## config.mk

```make
export PLATFORM = sky130hd
export DESIGN_NAME = sanity_top
export DESIGN_NICKNAME = d
export VERILOG_FILES = /design/src/hw/stats_pkg.sv /design/src/hw/stream_pkg.sv /design/src/hw/lane_event_counter.sv /design/src/hw/packet_checker.sv /design/src/hw/sanity_top.sv /design/src/hw/stats_readout.sv /design/src/hw/stream_framer.sv
export VERILOG_INCLUDE_DIRS = /design/src /design/src/include
export SDC_FILE = /design/constraint.sdc
export NUM_CORES = 1
export LEC_CHECK = 0
export BUFFER_PORTS_ARGS = -buffer_cell sky130_fd_sc_hd__buf_2
export CAP_MARGIN = 20
export CORE_MARGIN = 1.5
export CORE_UTILIZATION = 25
export DETAILED_ROUTE_END_ITERATION = 7
export PLACE_DENSITY = 0.43
export SLEW_MARGIN = 30
export SYNTH_ARGS = -nofsm -noshare
export SYNTH_HDL_FRONTEND = slang
export SYNTH_HIERARCHICAL = 1
export SYNTH_SLANG_ARGS = --single-unit
```

## constraint.sdc

```tcl
create_clock -name clk -period 7.3 [get_ports clk]
set_input_delay 0 -clock clk [delete_from_list [all_inputs] [get_ports clk]]
set_output_delay 0 -clock clk [all_outputs]
set_load 0.03 [all_outputs]
```

## src/include/sanity_params.svh

```systemverilog
`ifndef SANITY_PARAMS_SVH
`define SANITY_PARAMS_SVH

// number of lanes carried per cycle
`define LANES 2

// bits per lane word
`define LANE_BITS 64

// width of the terminator, serial and destination counts
`define EVT_CNT_BITS 32

// framing count is narrower, it is zero-extended on readout
`define FRM_CNT_BITS 16

`endif

```

## src/hw/stats_pkg.sv

```systemverilog
`include "sanity_params.svh"

package stats_pkg;

	// counter picked by the host on a read
	typedef enum logic [1:0] {
		sel_framing = 2'd0,
		sel_term = 2'd1,
		sel_serial = 2'd2,
		sel_dest = 2'd3
	} cnt_sel_t;

	// terminator, serial and destination counts
	typedef logic [`EVT_CNT_BITS-1:0] evt_cnt_t;

	// framing count
	typedef logic [`FRM_CNT_BITS-1:0] frm_cnt_t;

endpackage

```

## src/hw/stream_pkg.sv

```systemverilog
`include "sanity_params.svh"

package stream_pkg;

	// one lane of payload
	typedef logic [`LANE_BITS-1:0] lane_word_t;

	// one bit per lane, for sop and the error vectors
	typedef logic [`LANES-1:0] lane_mask_t;

	// 8 bits per lane, one-hot index of the last valid byte
	// an all-zero byte means the lane does not end a packet
	typedef logic [`LANES*8-1:0] eop_t;

	// packet serial number carried in the start word
	typedef logic [15:0] serial_t;

	// destination address carried in the start word
	typedef logic [47:0] mac_addr_t;

	// start word layout: destination above this bit, serial below
	localparam int DEST_LSB = 16;

	// known destinations
	localparam int NUM_DEST = 4;

	localparam mac_addr_t DEST_TABLE [NUM_DEST] = '{
		48'h00215a_bdde43,
		48'h123456_ff1234,
		48'h0007ed_ff0000,
		48'h0007ed_ff1234
	};

	// fixed string "caboose." in the last word of every packet
	// byte 0 holds 'c' and sits in bits 7:0
	// so the literal reads back to front
	localparam lane_word_t TERM_WORD = ".esoobac";

endpackage

```

## src/hw/lane_event_counter.sv

```systemverilog
`timescale 1ns/1ps

module lane_event_counter
	import stream_pkg::*;
#(
	parameter type cnt_t = logic [15:0]
) (
	input logic clk,
	input logic rst_n,
	input logic clr,
	input lane_mask_t inc,
	output cnt_t cnt
);

	// number of lanes flagged this cycle
	cnt_t add;

	always_comb begin
		add = '0;
		for (int i = 0; i < $bits(lane_mask_t); i++) begin
			add = add + cnt_t'(inc[i]);
		end
	end

	// wraps at the width of cnt_t
	// clear wins over a same-cycle increment
	always_ff @(posedge clk) begin
		if (!rst_n) begin
			cnt <= '0;
		end else if (clr) begin
			cnt <= '0;
		end else begin
			cnt <= cnt + add;
		end
	end

endmodule

```

## src/hw/packet_checker.sv

```systemverilog
`timescale 1ns/1ps
`include "sanity_params.svh"

module packet_checker
	import stream_pkg::*;
(
	input logic clk,
	input logic rst_n,
	input lane_word_t [`LANES-1:0] f_din,
	input lane_mask_t f_sop,
	input eop_t f_eop,
	output lane_mask_t term_err,
	output lane_mask_t serial_err,
	output lane_mask_t dest_err
);

	// stage 1 compare results
	logic [`LANES-1:0][NUM_DEST-1:0] dst_hit;
	logic [`LANES-1:0][NUM_DEST-1:0] ser_hit;
	lane_mask_t term_bad;

	// stage 1 registers
	logic [`LANES-1:0][NUM_DEST-1:0] dst_match_r;
	logic [`LANES-1:0][NUM_DEST-1:0] ser_match_r;
	lane_mask_t sop_r;
	lane_mask_t term_bad_r;

	// expected serial per table entry
	serial_t exp_serial [NUM_DEST];
	serial_t exp_fwd [NUM_DEST];
	logic [NUM_DEST-1:0] ser_inc;

	// pending increment from the packet in stage 1
	// forwarded so back-to-back packets to one destination compare right
	always_comb begin
		for (int k = 0; k < NUM_DEST; k++) begin
			ser_inc[k] = 1'b0;
			for (int i = 0; i < `LANES; i++) begin
				ser_inc[k] = ser_inc[k] | (dst_match_r[i][k] & ser_match_r[i][k]);
			end
			exp_fwd[k] = exp_serial[k] + serial_t'(ser_inc[k]);
		end
	end

	// destination and serial compare on the start word
	always_comb begin
		for (int i = 0; i < `LANES; i++) begin
			for (int k = 0; k < NUM_DEST; k++) begin
				dst_hit[i][k] = f_sop[i] &&
					(f_din[i][`LANE_BITS-1:DEST_LSB] == DEST_TABLE[k]);
				ser_hit[i][k] = (f_din[i][DEST_LSB-1:0] == exp_fwd[k]);
			end
		end
	end

	// terminator compare, bytes 0 up to the eop index must match
	always_comb begin
		logic [7:0] lane_eop;
		logic [7:0] byte_ok;
		logic [7:0] byte_req;
		for (int i = 0; i < `LANES; i++) begin
			lane_eop = f_eop[i*8 +: 8];
			for (int b = 0; b < 8; b++) begin
				byte_ok[b] = (f_din[i][b*8 +: 8] == TERM_WORD[b*8 +: 8]);
				// byte b is checked when the eop index is b or above
				byte_req[b] = ((lane_eop >> b) != 8'd0);
			end
			term_bad[i] = |(byte_req & ~byte_ok);
		end
	end

	// stage 1
	always_ff @(posedge clk) begin
		if (!rst_n) begin
			dst_match_r <= '0;
			sop_r <= '0;
			term_bad_r <= '0;
		end else begin
			dst_match_r <= dst_hit;
			sop_r <= f_sop;
			term_bad_r <= term_bad;
		end
	end

	// only meaningful next to a destination match
	always_ff @(posedge clk) begin
		ser_match_r <= ser_hit;
	end

	// stage 2, error masks and serial update
	always_ff @(posedge clk) begin
		if (!rst_n) begin
			term_err <= '0;
			serial_err <= '0;
			dest_err <= '0;
			for (int k = 0; k < NUM_DEST; k++) begin
				exp_serial[k] <= '0;
			end
		end else begin
			term_err <= term_bad_r;
			for (int i = 0; i < `LANES; i++) begin
				// start word with no known destination
				dest_err[i] <= sop_r[i] & ~|dst_match_r[i];
				// known destination, serial out of order
				serial_err[i] <= |(dst_match_r[i] & ~ser_match_r[i]);
			end
			for (int k = 0; k < NUM_DEST; k++) begin
				exp_serial[k] <= exp_fwd[k];
			end
		end
	end

	// one start per cycle from the framer and distinct table entries
	// leave at most one match across all lanes
	a_dst_onehot: assert property (@(posedge clk) disable iff (!rst_n)
		$onehot0(dst_match_r));

endmodule

```

## src/hw/sanity_top.sv

```systemverilog
`timescale 1ns/1ps
`include "sanity_params.svh"

module sanity_top
	import stream_pkg::*;
	import stats_pkg::*;
(
	input logic clk,
	input logic rst_n,
	// stream in
	input lane_word_t [`LANES-1:0] din,
	input lane_mask_t sop,
	input eop_t eop,
	input logic din_valid,
	// host port
	input logic clr,
	input logic rd_req,
	input cnt_sel_t rd_sel,
	output logic rd_ack,
	output evt_cnt_t rd_data
);

	// framed stream, one cycle behind the input
	lane_word_t [`LANES-1:0] f_din;
	lane_mask_t f_sop;
	eop_t f_eop;

	// error masks to the counters
	lane_mask_t frame_err;
	lane_mask_t term_err;
	lane_mask_t serial_err;
	lane_mask_t dest_err;

	stream_framer framer_i (
		.clk(clk),
		.rst_n(rst_n),
		.din(din),
		.sop(sop),
		.eop(eop),
		.din_valid(din_valid),
		.f_din(f_din),
		.f_sop(f_sop),
		.f_eop(f_eop),
		.frame_err(frame_err)
	);

	packet_checker checker_i (
		.clk(clk),
		.rst_n(rst_n),
		.f_din(f_din),
		.f_sop(f_sop),
		.f_eop(f_eop),
		.term_err(term_err),
		.serial_err(serial_err),
		.dest_err(dest_err)
	);

	stats_readout stats_i (
		.clk(clk),
		.rst_n(rst_n),
		.clr(clr),
		.frame_err(frame_err),
		.term_err(term_err),
		.serial_err(serial_err),
		.dest_err(dest_err),
		.rd_req(rd_req),
		.rd_sel(rd_sel),
		.rd_ack(rd_ack),
		.rd_data(rd_data)
	);

endmodule

```

## src/hw/stats_readout.sv

```systemverilog
`timescale 1ns/1ps

module stats_readout
	import stats_pkg::*;
	import stream_pkg::*;
(
	input logic clk,
	input logic rst_n,
	input logic clr,
	input lane_mask_t frame_err,
	input lane_mask_t term_err,
	input lane_mask_t serial_err,
	input lane_mask_t dest_err,
	input logic rd_req,
	input cnt_sel_t rd_sel,
	output logic rd_ack,
	output evt_cnt_t rd_data
);

	typedef enum logic {
		st_idle,
		st_ack
	} rd_state_t;

	rd_state_t state;

	frm_cnt_t frm_cnt;
	evt_cnt_t term_cnt;
	evt_cnt_t serial_cnt;
	evt_cnt_t dest_cnt;
	evt_cnt_t sel_cnt;

	lane_event_counter #(.cnt_t(frm_cnt_t)) frm_cnt_i (
		.clk(clk), .rst_n(rst_n), .clr(clr), .inc(frame_err), .cnt(frm_cnt)
	);

	lane_event_counter #(.cnt_t(evt_cnt_t)) term_cnt_i (
		.clk(clk), .rst_n(rst_n), .clr(clr), .inc(term_err), .cnt(term_cnt)
	);

	lane_event_counter #(.cnt_t(evt_cnt_t)) serial_cnt_i (
		.clk(clk), .rst_n(rst_n), .clr(clr), .inc(serial_err), .cnt(serial_cnt)
	);

	lane_event_counter #(.cnt_t(evt_cnt_t)) dest_cnt_i (
		.clk(clk), .rst_n(rst_n), .clr(clr), .inc(dest_err), .cnt(dest_cnt)
	);

	// framing count is zero-extended
	always_comb begin
		case (rd_sel)
			sel_framing: sel_cnt = evt_cnt_t'(frm_cnt);
			sel_term: sel_cnt = term_cnt;
			sel_serial: sel_cnt = serial_cnt;
			default: sel_cnt = dest_cnt;
		endcase
	end

	// four-phase handshake, ack follows req by one cycle both ways
	always_ff @(posedge clk) begin
		if (!rst_n) begin
			state <= st_idle;
		end else begin
			case (state)
				st_idle: if (rd_req) state <= st_ack;
				default: if (!rd_req) state <= st_idle;
			endcase
		end
	end

	// captured once per read, held while ack is up
	always_ff @(posedge clk) begin
		if (state == st_idle && rd_req)
			rd_data <= sel_cnt;
	end

	assign rd_ack = (state == st_ack);

	// host keeps the select steady until the read is acknowledged
	a_sel_stable: assert property (@(posedge clk) disable iff (!rst_n)
		(rd_req && !rd_ack) |=> $stable(rd_sel));

endmodule

```

## src/hw/stream_framer.sv

```systemverilog
`timescale 1ns/1ps
`include "sanity_params.svh"

module stream_framer
	import stream_pkg::*;
(
	input logic clk,
	input logic rst_n,
	input lane_word_t [`LANES-1:0] din,
	input lane_mask_t sop,
	input eop_t eop,
	input logic din_valid,
	output lane_word_t [`LANES-1:0] f_din,
	output lane_mask_t f_sop,
	output eop_t f_eop,
	output lane_mask_t frame_err
);

	// sop and eop qualified by valid
	lane_mask_t sop_v;
	lane_mask_t eop_v;

	// packet state
	logic pkt_open;
	logic pkt_open_nx;
	lane_mask_t frame_err_nx;

	always_comb begin
		sop_v = din_valid ? sop : '0;
		for (int i = 0; i < `LANES; i++) begin
			eop_v[i] = din_valid && (eop[i*8 +: 8] != 8'd0);
		end
	end

	// walk lane 0 first, the open flag carries to the next lane
	// sop is taken before eop inside one lane
	always_comb begin
		logic open_v;
		open_v = pkt_open;
		frame_err_nx = '0;
		for (int i = 0; i < `LANES; i++) begin
			if (sop_v[i]) begin
				// start inside an open packet
				if (open_v)
					frame_err_nx[i] = 1'b1;
				open_v = 1'b1;
			end
			if (eop_v[i]) begin
				// end with nothing open
				if (!open_v)
					frame_err_nx[i] = 1'b1;
				open_v = 1'b0;
			end
		end
		pkt_open_nx = open_v;
	end

	always_ff @(posedge clk) begin
		if (!rst_n) begin
			pkt_open <= 1'b0;
			f_sop <= '0;
			f_eop <= '0;
			frame_err <= '0;
		end else begin
			pkt_open <= pkt_open_nx;
			f_sop <= sop_v;
			f_eop <= din_valid ? eop : '0;
			frame_err <= frame_err_nx;
		end
	end

	// payload, zeroed on idle cycles
	always_ff @(posedge clk) begin
		f_din <= din_valid ? din : '0;
	end

	// every packet spans two words or more
	a_one_sop: assert property (@(posedge clk) disable iff (!rst_n)
		din_valid |-> $onehot0(sop));

endmodule

```

[After elaboration in Yosys (flattened, before gate mapping)]
Memory sizes are Yosys's and may differ from the RTL's.
Index checks and enable logic that the tools add are counted.
Word-level totals
  memory bits (writable): 64
  bits of input ports: 153
  output and inout bits: 33
  register bits: 320
  memories kept: 1
  word-level logic and storage cells: 155
Operators by class
  multiplexer cells: 20
  equality and inequality tests: 34
  bitwise gates (word level): 28
  reduce and logical (&&, ||, !) cells: 39
  add/subtract/negate cells: 12
Memories
  checker_i.exp_serial: depth 4, bits a word 16, read ports 4, clocked after memory_dff 0, wr ports 4, line packet_checker.sv:29  | serial_t exp_serial [NUM_DEST];
Operator list (count)
  48-bit by 35-bit equality test with 1-bit output (second input constant): 4
  16-bit equality test: 8
  8-bit nonzero test: 16
  8-bit by 7-bit equality test with 1-bit output (second input constant): 14
  32-bit by 2-bit adder with 32-bit output: 3
  48-bit by 38-bit equality test with 1-bit output (second input constant): 2
  48-bit by 45-bit equality test with 1-bit output (second input constant): 2
  32-bit one-hot mux with 3 select lines: 1
  16-bit by 1-bit adder with 16-bit output: 4
  16-bit two-way mux: 4
  16-bit by 2-bit adder with 16-bit output: 1
  8-bit bitwise AND: 2
  8-bit by 6-bit equality test with 1-bit output (second input constant): 2
  8-bit NOT: 2
  4-bit OR reduction: 4
  8-bit OR reduction: 2
  1-bit two-way mux: 14
  1-bit logical AND: 11
  1-bit bitwise AND: 10
  1-bit by 1-bit adder with 2-bit output: 4
  4-bit bitwise AND: 2
  4-bit NOT: 2
  1-bit OR: 8
  2-bit OR reduction: 2
  other kinds (7): 9

[Depth between registers and ports, before layout]
  depth in word-level cells: 7
  mapped depth: 11

[Modules after synthesis]
Netlist, hierarchy kept.
By module, submodules not included
  packet_checker: times used 1, cells each 1002, area an instance 8015.2 um^2
  stream_framer: times used 1, cells each 337, area an instance 4211.5 um^2
  lane_event_counter at stats_i.dest_cnt_i ...: times used 2, cells each 184, area an instance 1575.3 um^2
  stats_readout: times used 1, cells each 94, area an instance 1838.0 um^2
  lane_event_counter at stats_i.term_cnt_i: times used 1, cells each 178, area an instance 1562.7 um^2
  lane_event_counter at stats_i.frm_cnt_i: times used 1, cells each 87, area an instance 775.7 um^2

[Least setup slack after synthesis]
Ideal clock, no wire load.
  path kind: register -> register
  from: reg checker_i/dst_match_r[3] in the netlist's numbering
  to: reg checker_i/ser_match_r[3] in the netlist's numbering
  arrival: 2.353 ns
  path buffers: 0
  cell stages (with the launch flop): 10
  path slack: 4.886 ns
  setup time: 0.061 ns
  cells stage by stage: dfxtp_1 > a22o_1 > ha_1 > ha_1 > xor2_1 > xnor2_1 > o21ai_0 > or4_1 > nor4_1 > and4_1
RTL lines
  from (decl): line packet_checker.sv:23  | logic [`LANES-1:0][NUM_DEST-1:0] dst_match_r;
  from (signal assigned): line packet_checker.sv:79  | dst_match_r <= dst_hit;
  to (signal assigned): line packet_checker.sv:87  | ser_match_r <= ser_hit;
  to (decl): line packet_checker.sv:24  | logic [`LANES-1:0][NUM_DEST-1:0] ser_match_r;

==> results.yml <==
logic_synthesis:
  synth_top_area_share_pct: 36.0
  synth_cells: 2066
  synth-seq-area-share_pct: 41.0
  post-synth-top-area-cell: "dfxtp_1"
  async_flop_share_pct: 0
  synth_edf_count: 32
  ys.flop_type: "dfxtp_1"
  syn_area_um2: 19600
  synth_cell_types: 104
  synth_nets: 2240
  avgSynthCellArea_um2: 9.46
  synthTopCellsByArea: "dfxtp_1 36%, and2_1 5.9%, xnor2_1 5.3%"
  postSynthRegisterBits: 384
  ys_warn_count: 6
setup_path:
  endpoint: "checker_i/ser_match_r[6]"
  cpMaxStageDelayCell: "nor4_1"
  arrival_ns: 3.61
  worstSetupStartpointType: "flip-flop"
  critPathMaxFanout: 9
  worstSetupPathType: "flip-flop to flip-flop"
  slowest_delay_ns: 0.54
  r2r_start: "checker_i/dst_match_r[6]"
  cp_data_required_time_ns: 7.72
  reg2reg_slack_ns: 4.11
  startpoint: "checker_i/dst_match_r[6]"
  r2r_cells: 8
  cp_cell_sequence: "a22o_1, ha_1, and3_1, and2_1, nor3b_1, a311oi_1, or3_1, nor4_1"
  endpoint_kind: "flip-flop"
  worstReg2RegEnd: "checker_i/ser_match_r[6]"
routing:
  vias: 16200
  drc: 0
  first_iter_violations: 856
  finalWirelength_um: 61800
  drt_pre_antenna_iters: 5
  routedWlPerCell_um: 18.2
  antenna_left: 0
  vias_per_cell: 4.77
sta:
  clock.fmax_mhz: 313
  worstMarginPinSlew_ns: 0.934
  setup_viol: 0
  fin_setup_tns_ns: 0
  relSlewSlack_pct: 37.1
  maxSlewViolCount: 0
  rsz0062_at_grt: "no"
  period_share_pct: 43.7
  period_needed_ns: 3.19
  whs_ns: -0.00410
  skew_ns: 0.0392
  hold_violations: 2
run_status:
  outcome: "finished with violations"
  violations: "hold timing"
final_layout:
  multiInputGateArea_um2: 10600
  synthToLayoutAreaGrowth_pct: 25.3
  drive_gt1_share_pct: 15.7
  seqCellArea_um2: 8010
  nets: 2494
  fin_util_pct: 31.6
  finalInstanceArea_um2: 24500
  final_common_cell: "dfxtp_1"
  layout.cells.non_filler: 3400
  layout_common_cells: "352 x dfxtp_1, 185 x and2_1, 184 x buf_2"
  final.fill_count: 7939
clocking:
  cts_sinks: 384
  h-tree-depth: 2
  clock_latency_ns: 0.62
  cts_repair_resize_count: 0
  root_buffer: "clkbuf_16"
  path_clk_slew_ns: 0.06
  cts_setup_buffers: 0
  cts_buffer_depth: 3
  cts_tree: "done"
  cts_buffers: 47
  ctsHoldBuffers: 149
floorplanning:
  dieArea_um2: 79900
  die-width_um: 283
  initial_core_util_pct: 25.2
  row_count: 102
  core_area_um2: 77500
  die-height_um: 283
  io_pins: 186
hold_path:
  hp-class: "input port to flip-flop"
job:
  max_cap_violations: 0
place:
  dp_cells: 3160
  gp_congestion: 0.864
  dp_hpwl_um: 44700
  port_buffers: 185
  dpl-instance-area_um2: 21200
grt:
  grt_max_degree: 151
  grt_pass1_vias: 16000
  grt_use_total_pct: 15.3
  grt_antenna_before_repair: 2
  grt_pass1_wl_um: 94700
  overflow: 0
pwr:
  peakVddDrop_uv: 172
  powerDensity_nw_per_um2: 214
  leakagePower_nw: 9.05
per-stage QoR:
| step | total power (W) | setup slack (ns) | hold slack [ns] |
|---|---|---|---|
| final | 0.00524 | 4.11 | -0.00410 |
| after floorplan | 0.00245 | 4.89 | 0.122 |
| after CTS | 0.00532 | 4.05 | 0.0134 |
| after global routing | 0.00544 | 3.88 | 0.0532 |
| after detailed placement | 0.00258 | 4.12 | 0.208 |
| after global placement | 0.00258 | 4.11 | 0.205 |
per-layer routing:
| metal | global-route usage [%] | wire (um) |
|---|---|---|
| met1 | 20.9 | 28900 |
| met2 | 24.4 | 28000 |
| met3 | 2.61 | 3060 |
| met4 | 5.00 | 1800 |
| met5 | 0 | 0 |
how the worst min path moves through the flow:
stage | start | endpoint | cells after the start
2_1_floorplan | rd_req | stats_i/rd_ack | 1
4_1_cts | clr | stats_i/term_cnt_i/cnt[21] | 3
3_5_place_dp | din[62] | framer_i/f_din[62] | 2
6_report | din_valid | framer_i/f_din[41] | 2
5_1_grt | clr | stats_i/term_cnt_i/cnt[21] | 3
3_3_place_gp | din[68] | framer_i/f_din[68] | 2
cell families (layout without fill, tap and decap cells):
kind of cell	after synthesis	after routing	synth area share, %
and+or+nand+nor	922	922	28.6
AOI/OAI and AO/OA	257	257	9.11
buffers and inverters	205	498	4.77
xor gates and xnor gates	210	210	10.1
DFF	384	384	41.0
adders and majority gates	22	22	1.55
muxes	66	66	4.84
other	0	1	0
critical path, delay by kind of cell (launching register included):
kind	cells	cell delay, ns
flip-flops	1	0.39
adder cells (fa/ha/maj)	1	0.39
AND/OR/NAND/NOR	5	1.83
AO/OA/AOI/OAI	2	0.38
sequential cells by signal, indices dropped and copies added (netlist names):
register,flops
framer_i/f_din,128
checker_i/exp_serial,64
stats_i/dest_cnt_i/cnt,32
stats_i/rd_data,32
stats_i/serial_cnt_i/cnt,32
stats_i/term_cnt_i/cnt,32
framer_i/f_eop,16
stats_i/frm_cnt_i/cnt,16
checker_i/dst_match_r,8
checker_i/ser_match_r,8
checker_i/dest_err,2
checker_i/serial_err,2
checker_i/sop_r,2
checker_i/term_bad_r,2
checker_i/term_err,2
framer_i/f_sop,2
framer_i/frame_err,2
framer_i/pkt_open,1
stats_i/rd_ack,1
where the power goes:
| group | internal [W] | total (W) | switching (W) | leakage, nW |
|---|---|---|---|---|
| Combinational | 0.000186 | 0.000358 | 0.000172 | 5.01 |
| Sequential | 0.00218 | 0.00224 | 0.0000654 | 3.20 |
| Clock | 0.00162 | 0.00264 | 0.00102 | 0.852 |
| Total | 0.00398 | 0.00524 | 0.00125 | 9.05 |
Yosys cell counts (10+ instances only):
cell type and count:
nand3_1 77, nand4_1 65, nand2b_1 34, inv_1 66, or4_1 34, a22o_1 21
o31ai_1 27, xor2_1 82, nor2b_1 42, dfxtp_1 352, o41ai_1 10, buf_2 34
edfxtp_1 32, xnor2_1 118, nand4b_1 13, or3_1 20, mux4_2 15, o21ai_0 43
nor2_1 93, mux2_4 15, clkbuf_2 10, nand2_1 120, and2_1 185, a31oi_1 13
a21oi_1 59, ha_1 17, and4_1 23, nor3_1 51, and3_1 40, nor4_1 45
clkbuf_1 73, mux2i_1 29
layout make-up:
type | count | area share, %
Multi-Input combinational cell | 1477 | 43.4
Sequential cell | 384 | 32.7
Clock inverter | 31 | 2.00
Clock buffer | 57 | 5.20
Inverter | 66 | 1.01
Antenna cell | 1 | 0.0102
Timing Repair Buffer | 344 | 10.4
Tap cell | 1040 | 5.31
Power figures use the tool's default switching activity.
